--- src/source/pipe_pkg.sv ---
package pipe_pkg;

  // basic widths
  localparam int PC_W    = 8;   // pc counts instruction words
  localparam int INSTR_W = 16;
  localparam int REG_W   = 4;   // register field width
  localparam int IMM_W   = 2 * REG_W;  // imm built from rs1 and rs2

  // toy opcode set, upper nibble of the instruction
  typedef enum logic [3:0] {
    OP_NOP   = 4'd0,
    OP_ALU   = 4'd1,
    OP_LOAD  = 4'd2,
    OP_JUMP  = 4'd3,
    OP_MUL   = 4'd4,
    OP_ECALL = 4'd5,
    OP_CSR   = 4'd6
  } op_e;

  // bit positions in the stall and flush vectors
  // bit 5 has no stage behind it and stays spare
  localparam int STG_PC     = 0;
  localparam int STG_IF_ID  = 1;
  localparam int STG_ID_EX  = 2;
  localparam int STG_EX_MEM = 3;
  localparam int STG_MEM_WB = 4;

  // controller table, one stall and one flush pattern per hazard
  localparam logic [5:0] LOAD_USE_STALL = 6'b000011;  // hold pc and if_id
  localparam logic [5:0] LOAD_USE_FLUSH = 6'b000100;  // one bubble into ex
  localparam logic [5:0] JUMP_STALL     = 6'b000000;
  localparam logic [5:0] JUMP_FLUSH     = 6'b000110;  // kill the two younger ones
  localparam logic [5:0] MUL_STALL      = 6'b000111;  // hold up to ex
  localparam logic [5:0] MUL_FLUSH      = 6'b001000;  // bubble behind the mul
  localparam logic [5:0] CSR_STALL      = 6'b111111;  // freeze the whole pipe
  localparam logic [5:0] CSR_FLUSH      = 6'b000000;
  localparam logic [5:0] ECALL_STALL    = 6'b000000;
  localparam logic [5:0] ECALL_FLUSH    = 6'b111111;  // drop everything younger
  localparam logic [5:0] RAM_STALL      = 6'b011111;  // wait holds all stages
  localparam logic [5:0] RAM_FLUSH      = 6'b000000;

  // multicycle lengths
  localparam int MUL_CYCLES = 3;  // extra cycles a mul spends in ex
  localparam int CSR_CYCLES = 2;  // cycles a csr freezes the pipe from wb
  localparam int MUL_CNT_W  = $clog2(MUL_CYCLES + 1);
  localparam int CSR_CNT_W  = $clog2(CSR_CYCLES + 1);

  localparam logic [PC_W-1:0] TRAP_VECTOR = 8'hF0;  // ecall target

  // if to id
  typedef struct packed {
    logic               valid;
    logic [PC_W-1:0]    pc;
    logic [INSTR_W-1:0] instr;
  } fetch_t;

  // id to ex, reused for ex_mem and mem_wb
  typedef struct packed {
    logic             valid;
    logic [PC_W-1:0]  pc;
    op_e              op;
    logic [REG_W-1:0] rd;
    logic [REG_W-1:0] rs1;
    logic [REG_W-1:0] rs2;
    logic [IMM_W-1:0] imm;
  } dec_t;

endpackage

--- src/source/stage_reg.sv ---
module stage_reg #(
  parameter type payload_t = logic  // fetch_t or dec_t
) (
  input  logic     clk,
  input  logic     rst,
  input  logic     stall_i,  // keep current contents
  input  logic     flush_i,  // load a bubble
  input  payload_t d_i,
  output payload_t q_o
);

  // one boundary between two stages
  // an all zero payload is a bubble since valid sits inside it
  always_ff @(posedge clk) begin
    if (rst) begin
      q_o <= '0;
    end else if (flush_i) begin
      q_o <= '0;  // flush beats stall
    end else if (!stall_i) begin
      q_o <= d_i;
    end
    // stalled and not flushed keeps q_o
  end

endmodule

--- src/source/pipe_control.sv ---
module pipe_control import pipe_pkg::*; (
  input  logic       clk,
  input  logic       rst,
  input  logic       imem_wait_i,       // fetch ram not ready
  input  logic       dmem_wait_i,       // data ram not ready
  input  logic       load_use_i,        // from id
  input  logic       jump_i,            // from ex
  input  logic       mul_busy_i,        // from ex
  input  logic       wb_valid_i,        // mem_wb payload
  input  op_e        wb_op_i,
  output logic [5:0] stall_o,           // one bit per stage boundary
  output logic [5:0] flush_o,
  output logic       ecall_redirect_o   // fetch goes to the trap vector
);

  logic                 ram_req;
  logic                 ecall_req;
  logic                 csr_in_wb;
  logic                 csr_req;
  logic [CSR_CNT_W-1:0] csr_cnt_q;  // cycles the csr has frozen the pipe

  assign ram_req   = imem_wait_i | dmem_wait_i;
  assign ecall_req = wb_valid_i && (wb_op_i == OP_ECALL);
  assign csr_in_wb = wb_valid_i && (wb_op_i == OP_CSR);
  assign csr_req   = csr_in_wb && (csr_cnt_q != CSR_CNT_W'(CSR_CYCLES));

  // later stage wins
  always_comb begin
    stall_o          = '0;
    flush_o          = '0;
    ecall_redirect_o = 1'b0;
    if (rst) begin
      flush_o = '1;  // everything empty while in reset
    end else if (ram_req) begin
      stall_o = RAM_STALL;
      flush_o = RAM_FLUSH;
    end else if (ecall_req) begin
      stall_o          = ECALL_STALL;
      flush_o          = ECALL_FLUSH;
      ecall_redirect_o = 1'b1;  // ecall itself retires this cycle
    end else if (csr_req) begin
      stall_o = CSR_STALL;
      flush_o = CSR_FLUSH;
    end else if (jump_i) begin
      stall_o = JUMP_STALL;
      flush_o = JUMP_FLUSH;
    end else if (mul_busy_i) begin
      stall_o = MUL_STALL;
      flush_o = MUL_FLUSH;
    end else if (load_use_i) begin
      stall_o = LOAD_USE_STALL;
      flush_o = LOAD_USE_FLUSH;
    end
  end

  // csr freeze length
  always_ff @(posedge clk) begin
    if (rst) begin
      csr_cnt_q <= '0;
    end else if (!csr_in_wb) begin
      csr_cnt_q <= '0;
    end else if (csr_req) begin
      csr_cnt_q <= csr_cnt_q + 1'b1;
    end else if (!stall_o[STG_MEM_WB]) begin
      csr_cnt_q <= '0;  // csr leaves wb now
    end
  end

  // no boundary is asked to hold and bubble at once
  a_no_stall_and_flush: assert property (@(posedge clk) disable iff (rst)
    (stall_o & flush_o) == '0);

  // trap squashes if_id and leaves wb empty behind the ecall
  a_ecall_squash: assert property (@(posedge clk) disable iff (rst)
    ecall_redirect_o |-> flush_o[STG_IF_ID] ##1 !wb_valid_i);

endmodule

--- src/source/fetch_unit.sv ---
module fetch_unit import pipe_pkg::*; (
  input  logic               clk,
  input  logic               rst,
  input  logic               stall_i,           // stall bit of the pc
  input  logic               jump_i,            // taken jump in ex
  input  logic [PC_W-1:0]    target_i,
  input  logic               ecall_redirect_i,  // trap from wb
  output logic [PC_W-1:0]    fetch_pc_o,        // to instruction ram
  input  logic [INSTR_W-1:0] fetch_instr_i,     // same cycle answer
  output fetch_t             fetch_o            // into if_id
);

  logic [PC_W-1:0] pc_q;
  logic [PC_W-1:0] pc_d;

  // next pc
  always_comb begin
    if (ecall_redirect_i) begin
      pc_d = TRAP_VECTOR;  // trap beats everything
    end else if (stall_i) begin
      pc_d = pc_q;
    end else if (jump_i) begin
      pc_d = target_i;
    end else begin
      pc_d = pc_q + 1'b1;  // word addressed
    end
  end

  always_ff @(posedge clk) begin
    if (rst) begin
      pc_q <= '0;
    end else begin
      pc_q <= pc_d;
    end
  end

  assign fetch_pc_o = pc_q;

  // whatever comes back is a live fetch
  // imem wait is handled by the controller holding if_id
  assign fetch_o.valid = 1'b1;
  assign fetch_o.pc    = pc_q;
  assign fetch_o.instr = fetch_instr_i;

  // held pc only moves for a trap
  a_pc_hold: assert property (@(posedge clk) disable iff (rst)
    (stall_i && !ecall_redirect_i) |=> $stable(pc_q));

endmodule

--- src/source/decode_stage.sv ---
module decode_stage import pipe_pkg::*; (
  input  fetch_t if_id_i,     // instruction in id
  input  dec_t   id_ex_i,     // older instruction now in ex
  output dec_t   dec_o,
  output logic   load_use_o   // needs one bubble
);

  op_e              op;
  logic [REG_W-1:0] rd;
  logic [REG_W-1:0] rs1;
  logic [REG_W-1:0] rs2;
  logic             consumer;  // reads rs1 or rs2
  logic             ex_load;
  logic             dep_hit;

  // opcode nibble, unknown codes decode as nop
  always_comb begin
    case (if_id_i.instr[15:12])
      4'd1:    op = OP_ALU;
      4'd2:    op = OP_LOAD;
      4'd3:    op = OP_JUMP;
      4'd4:    op = OP_MUL;
      4'd5:    op = OP_ECALL;
      4'd6:    op = OP_CSR;
      default: op = OP_NOP;
    endcase
  end

  assign rd  = if_id_i.instr[11:8];
  assign rs1 = if_id_i.instr[7:4];
  assign rs2 = if_id_i.instr[3:0];

  // jump, ecall and csr read no registers here
  assign consumer = (op == OP_ALU) || (op == OP_LOAD) || (op == OP_MUL);

  assign ex_load = id_ex_i.valid && (id_ex_i.op == OP_LOAD);
  assign dep_hit = (id_ex_i.rd == rs1) || (id_ex_i.rd == rs2);

  // load data not ready until after mem
  assign load_use_o = if_id_i.valid && consumer && ex_load && dep_hit;

  assign dec_o.valid = if_id_i.valid;
  assign dec_o.pc    = if_id_i.pc;
  assign dec_o.op    = op;
  assign dec_o.rd    = rd;
  assign dec_o.rs1   = rs1;
  assign dec_o.rs2   = rs2;
  assign dec_o.imm   = {rs1, rs2};  // jump offset

endmodule

--- src/source/execute_stage.sv ---
module execute_stage import pipe_pkg::*; (
  input  logic            clk,
  input  logic            rst,
  input  dec_t            id_ex_i,     // instruction in ex
  input  logic            stall_i,     // stall bit of id_ex
  output logic            jump_o,      // redirect request
  output logic [PC_W-1:0] target_o,
  output logic            mul_busy_o   // keep the mul in ex
);

  logic                 mul_in_ex;
  logic [MUL_CNT_W-1:0] mul_cnt_q;  // extra cycles already spent

  // jumps are always taken
  assign jump_o   = id_ex_i.valid && (id_ex_i.op == OP_JUMP);
  assign target_o = id_ex_i.pc + id_ex_i.imm;  // wraps in pc space

  assign mul_in_ex  = id_ex_i.valid && (id_ex_i.op == OP_MUL);
  assign mul_busy_o = mul_in_ex && (mul_cnt_q != MUL_CNT_W'(MUL_CYCLES));

  // multiply latency
  // a flushed mul turns into a bubble and that clears the count
  always_ff @(posedge clk) begin
    if (rst) begin
      mul_cnt_q <= '0;
    end else if (!mul_in_ex) begin
      mul_cnt_q <= '0;
    end else if (mul_busy_o) begin
      mul_cnt_q <= mul_cnt_q + 1'b1;
    end else if (!stall_i) begin
      mul_cnt_q <= '0;  // done and moving to mem
    end
    // done but held by a later stage keeps the count
  end

  // busy drops after MUL_CYCLES even when the pipe is frozen around it
  a_mul_bounded: assert property (@(posedge clk) disable iff (rst)
    mul_busy_o [*MUL_CYCLES] |=> !mul_busy_o);

endmodule

--- src/source/pipe_top.sv ---
module pipe_top import pipe_pkg::*; (
  input  logic               clk,
  input  logic               rst,
  output logic [PC_W-1:0]    fetch_pc_o,     // instruction ram address
  input  logic [INSTR_W-1:0] fetch_instr_i,
  input  logic               imem_wait_i,
  input  logic               dmem_wait_i,
  output logic               retire_valid_o,  // one strobe per instruction
  output logic [PC_W-1:0]    retire_pc_o,
  output op_e                retire_op_o
);

  logic [5:0]      stall;
  logic [5:0]      flush;
  logic            load_use;
  logic            jump;
  logic [PC_W-1:0] jump_target;
  logic            mul_busy;
  logic            ecall_redirect;

  fetch_t if_d;   // fetch out
  fetch_t if_q;   // if_id
  dec_t   id_d;   // decode out
  dec_t   id_q;   // id_ex
  dec_t   ex_q;   // ex_mem
  dec_t   mem_q;  // mem_wb

  pipe_control u_pipe_control (
    .clk              (clk),
    .rst              (rst),
    .imem_wait_i      (imem_wait_i),
    .dmem_wait_i      (dmem_wait_i),
    .load_use_i       (load_use),
    .jump_i           (jump),
    .mul_busy_i       (mul_busy),
    .wb_valid_i       (mem_q.valid),
    .wb_op_i          (mem_q.op),
    .stall_o          (stall),
    .flush_o          (flush),
    .ecall_redirect_o (ecall_redirect)
  );

  fetch_unit u_fetch_unit (
    .clk              (clk),
    .rst              (rst),
    .stall_i          (stall[STG_PC]),
    .jump_i           (jump),
    .target_i         (jump_target),
    .ecall_redirect_i (ecall_redirect),
    .fetch_pc_o       (fetch_pc_o),
    .fetch_instr_i    (fetch_instr_i),
    .fetch_o          (if_d)
  );

  stage_reg #(.payload_t(fetch_t)) u_if_id (
    .clk(clk), .rst(rst), .stall_i(stall[STG_IF_ID]), .flush_i(flush[STG_IF_ID]),
    .d_i(if_d), .q_o(if_q)
  );

  decode_stage u_decode_stage (
    .if_id_i    (if_q),
    .id_ex_i    (id_q),
    .dec_o      (id_d),
    .load_use_o (load_use)
  );

  stage_reg #(.payload_t(dec_t)) u_id_ex (
    .clk(clk), .rst(rst), .stall_i(stall[STG_ID_EX]), .flush_i(flush[STG_ID_EX]),
    .d_i(id_d), .q_o(id_q)
  );

  execute_stage u_execute_stage (
    .clk        (clk),
    .rst        (rst),
    .id_ex_i    (id_q),
    .stall_i    (stall[STG_ID_EX]),
    .jump_o     (jump),
    .target_o   (jump_target),
    .mul_busy_o (mul_busy)
  );

  // ex and mem pass the payload on unchanged
  stage_reg #(.payload_t(dec_t)) u_ex_mem (
    .clk(clk), .rst(rst), .stall_i(stall[STG_EX_MEM]), .flush_i(flush[STG_EX_MEM]),
    .d_i(id_q), .q_o(ex_q)
  );

  stage_reg #(.payload_t(dec_t)) u_mem_wb (
    .clk(clk), .rst(rst), .stall_i(stall[STG_MEM_WB]), .flush_i(flush[STG_MEM_WB]),
    .d_i(ex_q), .q_o(mem_q)
  );

  // held wb entry retires only once it is let go
  assign retire_valid_o = mem_q.valid && !stall[STG_MEM_WB];
  assign retire_pc_o    = mem_q.pc;
  assign retire_op_o    = mem_q.op;

endmodule

--- config.mk ---
export PLATFORM = sky130hd
export DESIGN_NAME = pipe_top
export DESIGN_NICKNAME = d
export VERILOG_FILES = /design/src/source/pipe_pkg.sv /design/src/source/stage_reg.sv /design/src/source/pipe_control.sv /design/src/source/fetch_unit.sv /design/src/source/decode_stage.sv /design/src/source/execute_stage.sv /design/src/source/pipe_top.sv
export SDC_FILE = /design/constraint.sdc
export NUM_CORES = 1
export LEC_CHECK = 0
export BUFFER_PORTS_ARGS = -buffer_cell sky130_fd_sc_hd__clkbuf_2
export CAP_MARGIN = 10
export CELL_PAD_IN_SITES_DETAIL_PLACEMENT = 1
export CELL_PAD_IN_SITES_GLOBAL_PLACEMENT = 1
export CORE_MARGIN = 1
export CORE_UTILIZATION = 44
export DETAILED_ROUTE_END_ITERATION = 10
export GPL_TIMING_DRIVEN = 0
export PLACE_DENSITY_LB_ADDON = 0.1
export SETUP_SLACK_MARGIN = 0.1
export SYNTH_ARGS = -nofsm -noshare
export SYNTH_HDL_FRONTEND = slang
export SYNTH_SLANG_ARGS = --single-unit
--- constraint.sdc ---
create_clock -name clk -period 2.3 [get_ports clk]
set_clock_uncertainty 0.1 [all_clocks]
set_input_delay 0.46 -clock clk [delete_from_list [all_inputs] [get_ports clk]]
set_output_delay 0.46 -clock clk [all_outputs]
set_load 0.005 [all_outputs]
# Word-level counts from Yosys, hierarchy flattened
# Cells that the tools add are included.
# Widths: inputs -> output; s select.
[word_totals] regBits=88 latch_bits=0 mem_bits_rw=0 romBits=0 elab_cells=93 mem_count=0
[op_classes] n_addsub=4 multipliers=0 div=0 order_cmp=0 eq_ne=21 shift=0 mux=25 bitwise_logic=3 reduce_logical=22
[ops] op="$mux 5" count=12
[ops] op="$eq 4x3->1 const B" count=6
[ops] op="$mux 8" count=3
[ops] op="$pmux 3 s6" count=1
[ops] op="$eq 4x2->1 const B" count=4
[ops] op="$reduce_or 2->1" count=7
[ops] op="$logic_and 1x1->1" count=11
[ops] op="$mux 2" count=5
[ops] op="$add 8x1->8 const B" count=1
[ops] op="$add 8x8->8" count=1
[ops] op="$eq 4x4->1" count=2
[ops] op="$ne 2x2->1 const B" count=3
[ops] op="$add 2x1->2 const B" count=2
[ops] op="$eq 4x1->1 const B" count=1
[ops] op="$ne 2x1->1 const B" count=2
[ops] op="$eq 3x1->1 const B" count=1
[ops] op="$eq 3x2->1 const B" count=1
[ops] op="$eq 3x3->1 const B" count=1
[ops] op="$logic_or 1x1->1" count=3
[ops] op="$mux 1" count=3
[ops] op="$mux 3" count=1
[ops] op="$not 1->1" count=2
[ops] op="$logic_not 1->1" count=1
[ops] op="$or 1x1->1" count=1

# Depth between registers and ports, before layout
[logic_depth] ltp_word=17 ltp_mapped=9

# Cells and area by module
# A second synthesis with hierarchy kept.
[unflattened] cells_unflattened=637 area_unflattened_um2=6383.6
[by_module_without_submodules] module="stage_reg at u_ex_mem ..." instances=3 cells_each=108 area_each_um2=1218.7 seq_area_each_um2=660.6
[by_module_without_submodules] module="stage_reg at u_if_id" instances=1 cells_each=82 area_each_um2=914.6 seq_area_each_um2=500.5
[by_module_without_submodules] module="fetch_unit" instances=1 cells_each=79 area_each_um2=646.9 seq_area_each_um2=160.2
[by_module_without_submodules] module="execute_stage" instances=1 cells_each=58 area_each_um2=452.9 seq_area_each_um2=40.0
[by_module_without_submodules] module="decode_stage" instances=1 cells_each=53 area_each_um2=397.9 seq_area_each_um2=0.0
[by_module_without_submodules] module="pipe_control" instances=1 cells_each=40 area_each_um2=301.5 seq_area_each_um2=40.0
[by_module_without_submodules] module="pipe_top" instances=1 cells_each=1 area_each_um2=13.8 seq_area_each_um2=0.0

# Least setup slack after synthesis
# OpenSTA, ideal clock, no wires.
[synth_timing] path_type="reg2out" from="reg u_pipe_control.csr_cnt_q[0]" to="out retire_valid_o" arrival_ns=1.498 required_ns=1.740 path_slack_ns=0.242 path_stages_with_launch=8 cell_sequence="dfxtp_1 > inv_1 > ha_1 > o21ai_1 > buf_2 > nand2_1 > clkbuf_1 > and2_1"
[synth_via] elab_chain_cells=8
[synth_rtl] item="start: declaration" line="pipe_control.sv:20" text="logic [CSR_CNT_W-1:0] csr_cnt_q;"
[synth_rtl] item="start signal: assignment" line="pipe_control.sv:63" text="csr_cnt_q <= csr_cnt_q + 1'b1;"
[synth_rtl] item="$ne 2x2->1" line="pipe_control.sv:25" text="assign csr_req = csr_in_wb && (csr_cnt_q != CSR_CNT_W'(CSR_CYCLES));"
[synth_rtl] item="$logic_and 1x1->1" line="pipe_control.sv:25"
[synth_rtl] item="$mux 5" line="pipe_control.sv:41" text="end else if (csr_req) begin"
[synth_rtl] item="$mux 5" line="pipe_control.sv:37" text="end else if (ecall_req) begin"
[synth_rtl] item="$mux 5" line="pipe_control.sv:34" text="end else if (ram_req) begin"
[synth_rtl] item="$mux 5" line="pipe_control.sv:32" text="if (rst) begin"
[synth_rtl] item="$logic_not 1->1"
[synth_rtl] item="$logic_and 1x1->1" line="pipe_top.sv:94" text="assign retire_valid_o = mem_q.valid && !stall[STG_MEM_WB];"
[synth_rtl] item="end: declaration" line="pipe_top.sv:8" text="output logic retire_valid_o,"
# No other way between the ends.

# Worst setup path in the final report
[layout_timing] from="reg u_mem_wb.q_o[20] in the netlist's numbering" to="out retire_valid_o"
[layout_via] elab_chain_cells=9 elab_cells_between_ends=11 classes_between="eq/ne (2); mux (4); reduce/logical (5)"
[layout_rtl] item="start: declaration" line="stage_reg.sv:9" text="output payload_t q_o"
[layout_rtl] item="start signal: assignment" line="stage_reg.sv:20" text="q_o <= d_i;"
[layout_rtl] item="$eq 4x3->1" line="pipe_control.sv:24" text="assign csr_in_wb = wb_valid_i && (wb_op_i == OP_CSR);"
[layout_rtl] item="$logic_and 1x1->1" line="pipe_control.sv:24"
[layout_rtl] item="$logic_and 1x1->1" line="pipe_control.sv:25"
[layout_rtl] item="$mux 5" line="pipe_control.sv:41"
[layout_rtl] item="$mux 5 (*)" line="pipe_control.sv:37"
[layout_rtl] item="$mux 5 (*)" line="pipe_control.sv:34"
[layout_rtl] item="$mux 5 (*)" line="pipe_control.sv:32"
[layout_rtl] item="$logic_not 1->1 (*)"
[layout_rtl] item="$logic_and 1x1->1 (*)" line="pipe_top.sv:94"
# Every way passes the cells marked *; elsewhere a longest branch is shown, timed or not.

==> impl_metrics.ini <==
[worst_setup_path]
r2r_cells = 9
cp-end-kind = output port
cp-start-kind = flop
crit_start = u_mem_wb.q_o[20]$_SDFFE_PP0N_
worstSetupPathType = reg -> out
crit_path_end = retire_valid_o
rr_startpoint = u_id_ex.q_o[0]$_SDFFE_PP0N_
r2r_setup_slack_ps = 210
cp_slowest_cell = dfxtp_2
critPathTopFamily = simple AND/OR/NAND/NOR gates
crit_arrival_ps = 1550
path_buf_inv = 2
max_stage_delay_ps = 340
r2r-end = u_fetch_unit.fetch_pc_o[4]$_SDFFE_PP0P_
crit_required_ps = 1740
crit_cells = 6
critPathMaxFanout = 5
worstPathCellList = nand4b_1 -> o21ai_4 -> buf_6 -> nand2_4 -> and2_4 -> clkbuf_2

[sta]
setup_viol = 0
fmax_mhz = 474
fin_crit_sh_pct = 91.7
final_hold_viol_count = 0
slew_headroom_pct = 59.8
worst_pin_slew_ps = 603
rsz0062_at_grt = yes
fin_setup_tns_ps = 0
finalCriticalPeriod_ps = 2110
slew_violations = 0

[pwr]
seqPwrFrac_pct = 50.5
power_density_mw_per_mm2 = 723
p_sw_share_pct = 26.7
ir_worst_vdd_mv = 0.283
totalPowerFinal_mw = 3.26
intPower_mw = 2.39
switching_power_mw = 0.870
cellLeakagePower_nw = 1.92
p_clk_share_pct = 37.5
power_frac_comb_pct = 11.9

[synthesis]
yosysWarnings = 0
synthArstFlopShare_pct = 0
synth-seq-area-share_pct = 44.8
ys.flop_type = dfxtp_1
synth_cell_types = 52
syn-num-nets = 470
ys_seq_elements = 85
syn_area_mm2 = 0.00380
syn_avg_cell_area_um2 = 8.66
synthCells = 439
synth_edf_count = 0

[floorplan]
rows = 33
core-area_mm2 = 0.00830
die_x_um = 94.9
die_h_um = 94.9
pin_count = 41
die_area_mm2 = 0.00901
start_util_pct = 45.8

[global_routing]
grt_pass1_vias = 3202
grt_pass1_wl_mm = 15.7
grt_overflow = 0
grtUsageTotal_pct = 23.4
grt_max_degree = 16
antenna_found_initial = 0

[clock_tree]
cts_tree = yes
clk-insertion-delay-late_ps = 360
clkTransAtPathRegs_ps = 90
ctsHoldBuffers = 0
cts_max_level = 3
cts_max_path_buffers = 2
root_buffer = clkbuf_8
cts_made_buffers = 9
cts.sink_count = 85

[flow_run]
maxCapViolations = 0

[placed_design]
placed_area_mm2 = 0.00413
dpl.hpwl_mm = 7.19
portBuffers = 39
gp_congestion = 0.872

[final_layout]
fin_nets = 527
stdcell_area_mm2 = 0.00451
multi_input_area_mm2 = 0.00198
layout-drive-gt1-share_pct = 21.2
syn2layout_area_growth_pct = 18.7
fillers = 997
antenna_cells = 0
seq_area_mm2 = 0.00171

[detailed_routing]
ant_nets = 0
drtIter0Drc = 90
vias = 3178
first_pass_iters = 4
wl_per_cell_um = 16.0
vias_per_cell = 5.24
routed_wl_mm = 9.72
drc = 0

[status]
status = complete, no violations

[min_path]
hold_class = in -> reg
worst register-to-register path, stage by stage (launching register included):
cell,delay (ps)
dfxtp_2,360
ha_2,220
inv_1,60
fa_1,410
nor2b_1,150
o21a_1,150
nor3_1,50
o21ai_0,150
o21ai_0,110
a311oi_1,260
worst min-delay path by stage:
stage / cells past startpoint / startpoint / end
floorplan: 2 / u_ex_mem.q_o[24]$_SDFFE_PP0N_ / u_ex_mem.q_o[24]$_SDFFE_PP0N_
global placement: 2 / u_mem_wb.q_o[28]$_SDFFE_PP0N_ / u_mem_wb.q_o[28]$_SDFFE_PP0N_
detailed placement: 2 / u_mem_wb.q_o[28]$_SDFFE_PP0N_ / u_mem_wb.q_o[28]$_SDFFE_PP0N_
CTS: 3 / fetch_instr_i[10] / u_if_id.q_o[10]$_SDFFE_PP0P_
global route: 3 / fetch_instr_i[1] / u_if_id.q_o[1]$_SDFFE_PP0P_
finish: 3 / fetch_instr_i[10] / u_if_id.q_o[10]$_SDFFE_PP0P_
through the flow:
stage          setup WS, ps  hold slack (ps)  cells  util [%]
4_1_cts                59.9              223    603      53.6
5_1_grt                28.5              243    606      54.4
3_3_place_gp           -138              335    583      49.7
3_5_place_dp           -203              343    583      49.7
2_1_floorplan           242              331    439         -
6_report                192              237    606      54.4
layer usage:
layer	global-route usage, %	up-vias	routed length [um]	share of wire (%)
li1	-	1610	-	-
met1	29.1	1518	4590	47
met2	40.8	39	4770	49
met3	3.38	11	213	2.2
met4	8.33	0	143	1.5
met5	0	-	0	0
logic make-up (layout without fill, tap and decap cells):
kind of cell | Yosys count | count (layout) | synth area share, %
other cells | 1 | 1 | 0.0987
simple gates | 181 | 181 | 21.5
compound gates | 85 | 85 | 13.3
fa+ha+maj | 11 | 11 | 3.82
buf+inv | 29 | 91 | 4.64
xor+xnor | 16 | 16 | 3.69
mux | 31 | 31 | 8.16
flops | 85 | 85 | 44.8
cells in the mapped netlist, drive strengths merged, types with 5 or more instances:
cell type,number,share of area (%)
a21oi,45,6.0
buf,18,3.6
clkbuf,6,0.59
dfxtp,85,45
ha,10,3.3
inv,5,0.49
mux2i,31,8.2
nand2,95,9.4
nand3,10,1.3
nor2,43,4.4
o21ai,16,2.2
xnor2,11,2.5
xor2,5,1.2
power groups by stage:
| stage | registers, mW | clock network (mW) | logic [mW] |
|---|---|---|---|
| 5_1_grt | 1.66 | 1.30 | 0.434 |
| 3_5_place_dp | 1.68 | 0 | 0.368 |
| 2_1_floorplan | 1.65 | 0 | 0.270 |
| 3_3_place_gp | 1.68 | 0 | 0.355 |
| 6_report | 1.65 | 1.22 | 0.390 |
| 4_1_cts | 1.65 | 1.24 | 0.384 |
layout by cell type, fill, tap and decap left out, types with 4 or more instances in the layout:
| cell | instances |
|---|---|
| xnor2_1 | 11 |
| o31ai_1 | 4 |
| clkbuf_2 | 40 |
| nand2_1 | 94 |
| clkbuf_1 | 4 |
| inv_1 | 5 |
| dfxtp_1 | 77 |
| mux2i_1 | 31 |
| a21oi_1 | 44 |
| o21ai_0 | 12 |
| buf_2 | 5 |
| clkbuf_8 | 10 |
| nand3_1 | 10 |
| buf_4 | 12 |
| clkbuf_4 | 4 |
| dfxtp_2 | 8 |
| nor2_1 | 42 |
| xor2_1 | 5 |
| ha_1 | 8 |
| nor3_1 | 4 |
flip-flops by register name, indices dropped and copies added, names as in the netlist:
| name | count |
|---|---|
| u_ex_mem.q_o | 12 |
| u_pipe_control.csr_cnt_q | 2 |
| u_execute_stage.mul_cnt_q | 2 |
| u_fetch_unit.fetch_pc_o | 8 |
| u_mem_wb.q_o | 12 |
| u_id_ex.q_o | 24 |
| u_if_id.q_o | 25 |
timing repair:
item	CTS	global route
setup endpoints to repair	37	64
setup buffers	4	4
gates resized for setup	20	17
pin swaps	4	4
cell type report:
type                    instances  area share, %
clock inverters                 6           2.08
clock buffers                  10           3.05
repair buffers                 47           5.66
well taps                     105           2.91
multi-input cells             325           44.0
inverters                       5          0.416
flip-flops and latches         85           37.9
plain buffers                  23           3.97
(Power assumes the default switching activity.)
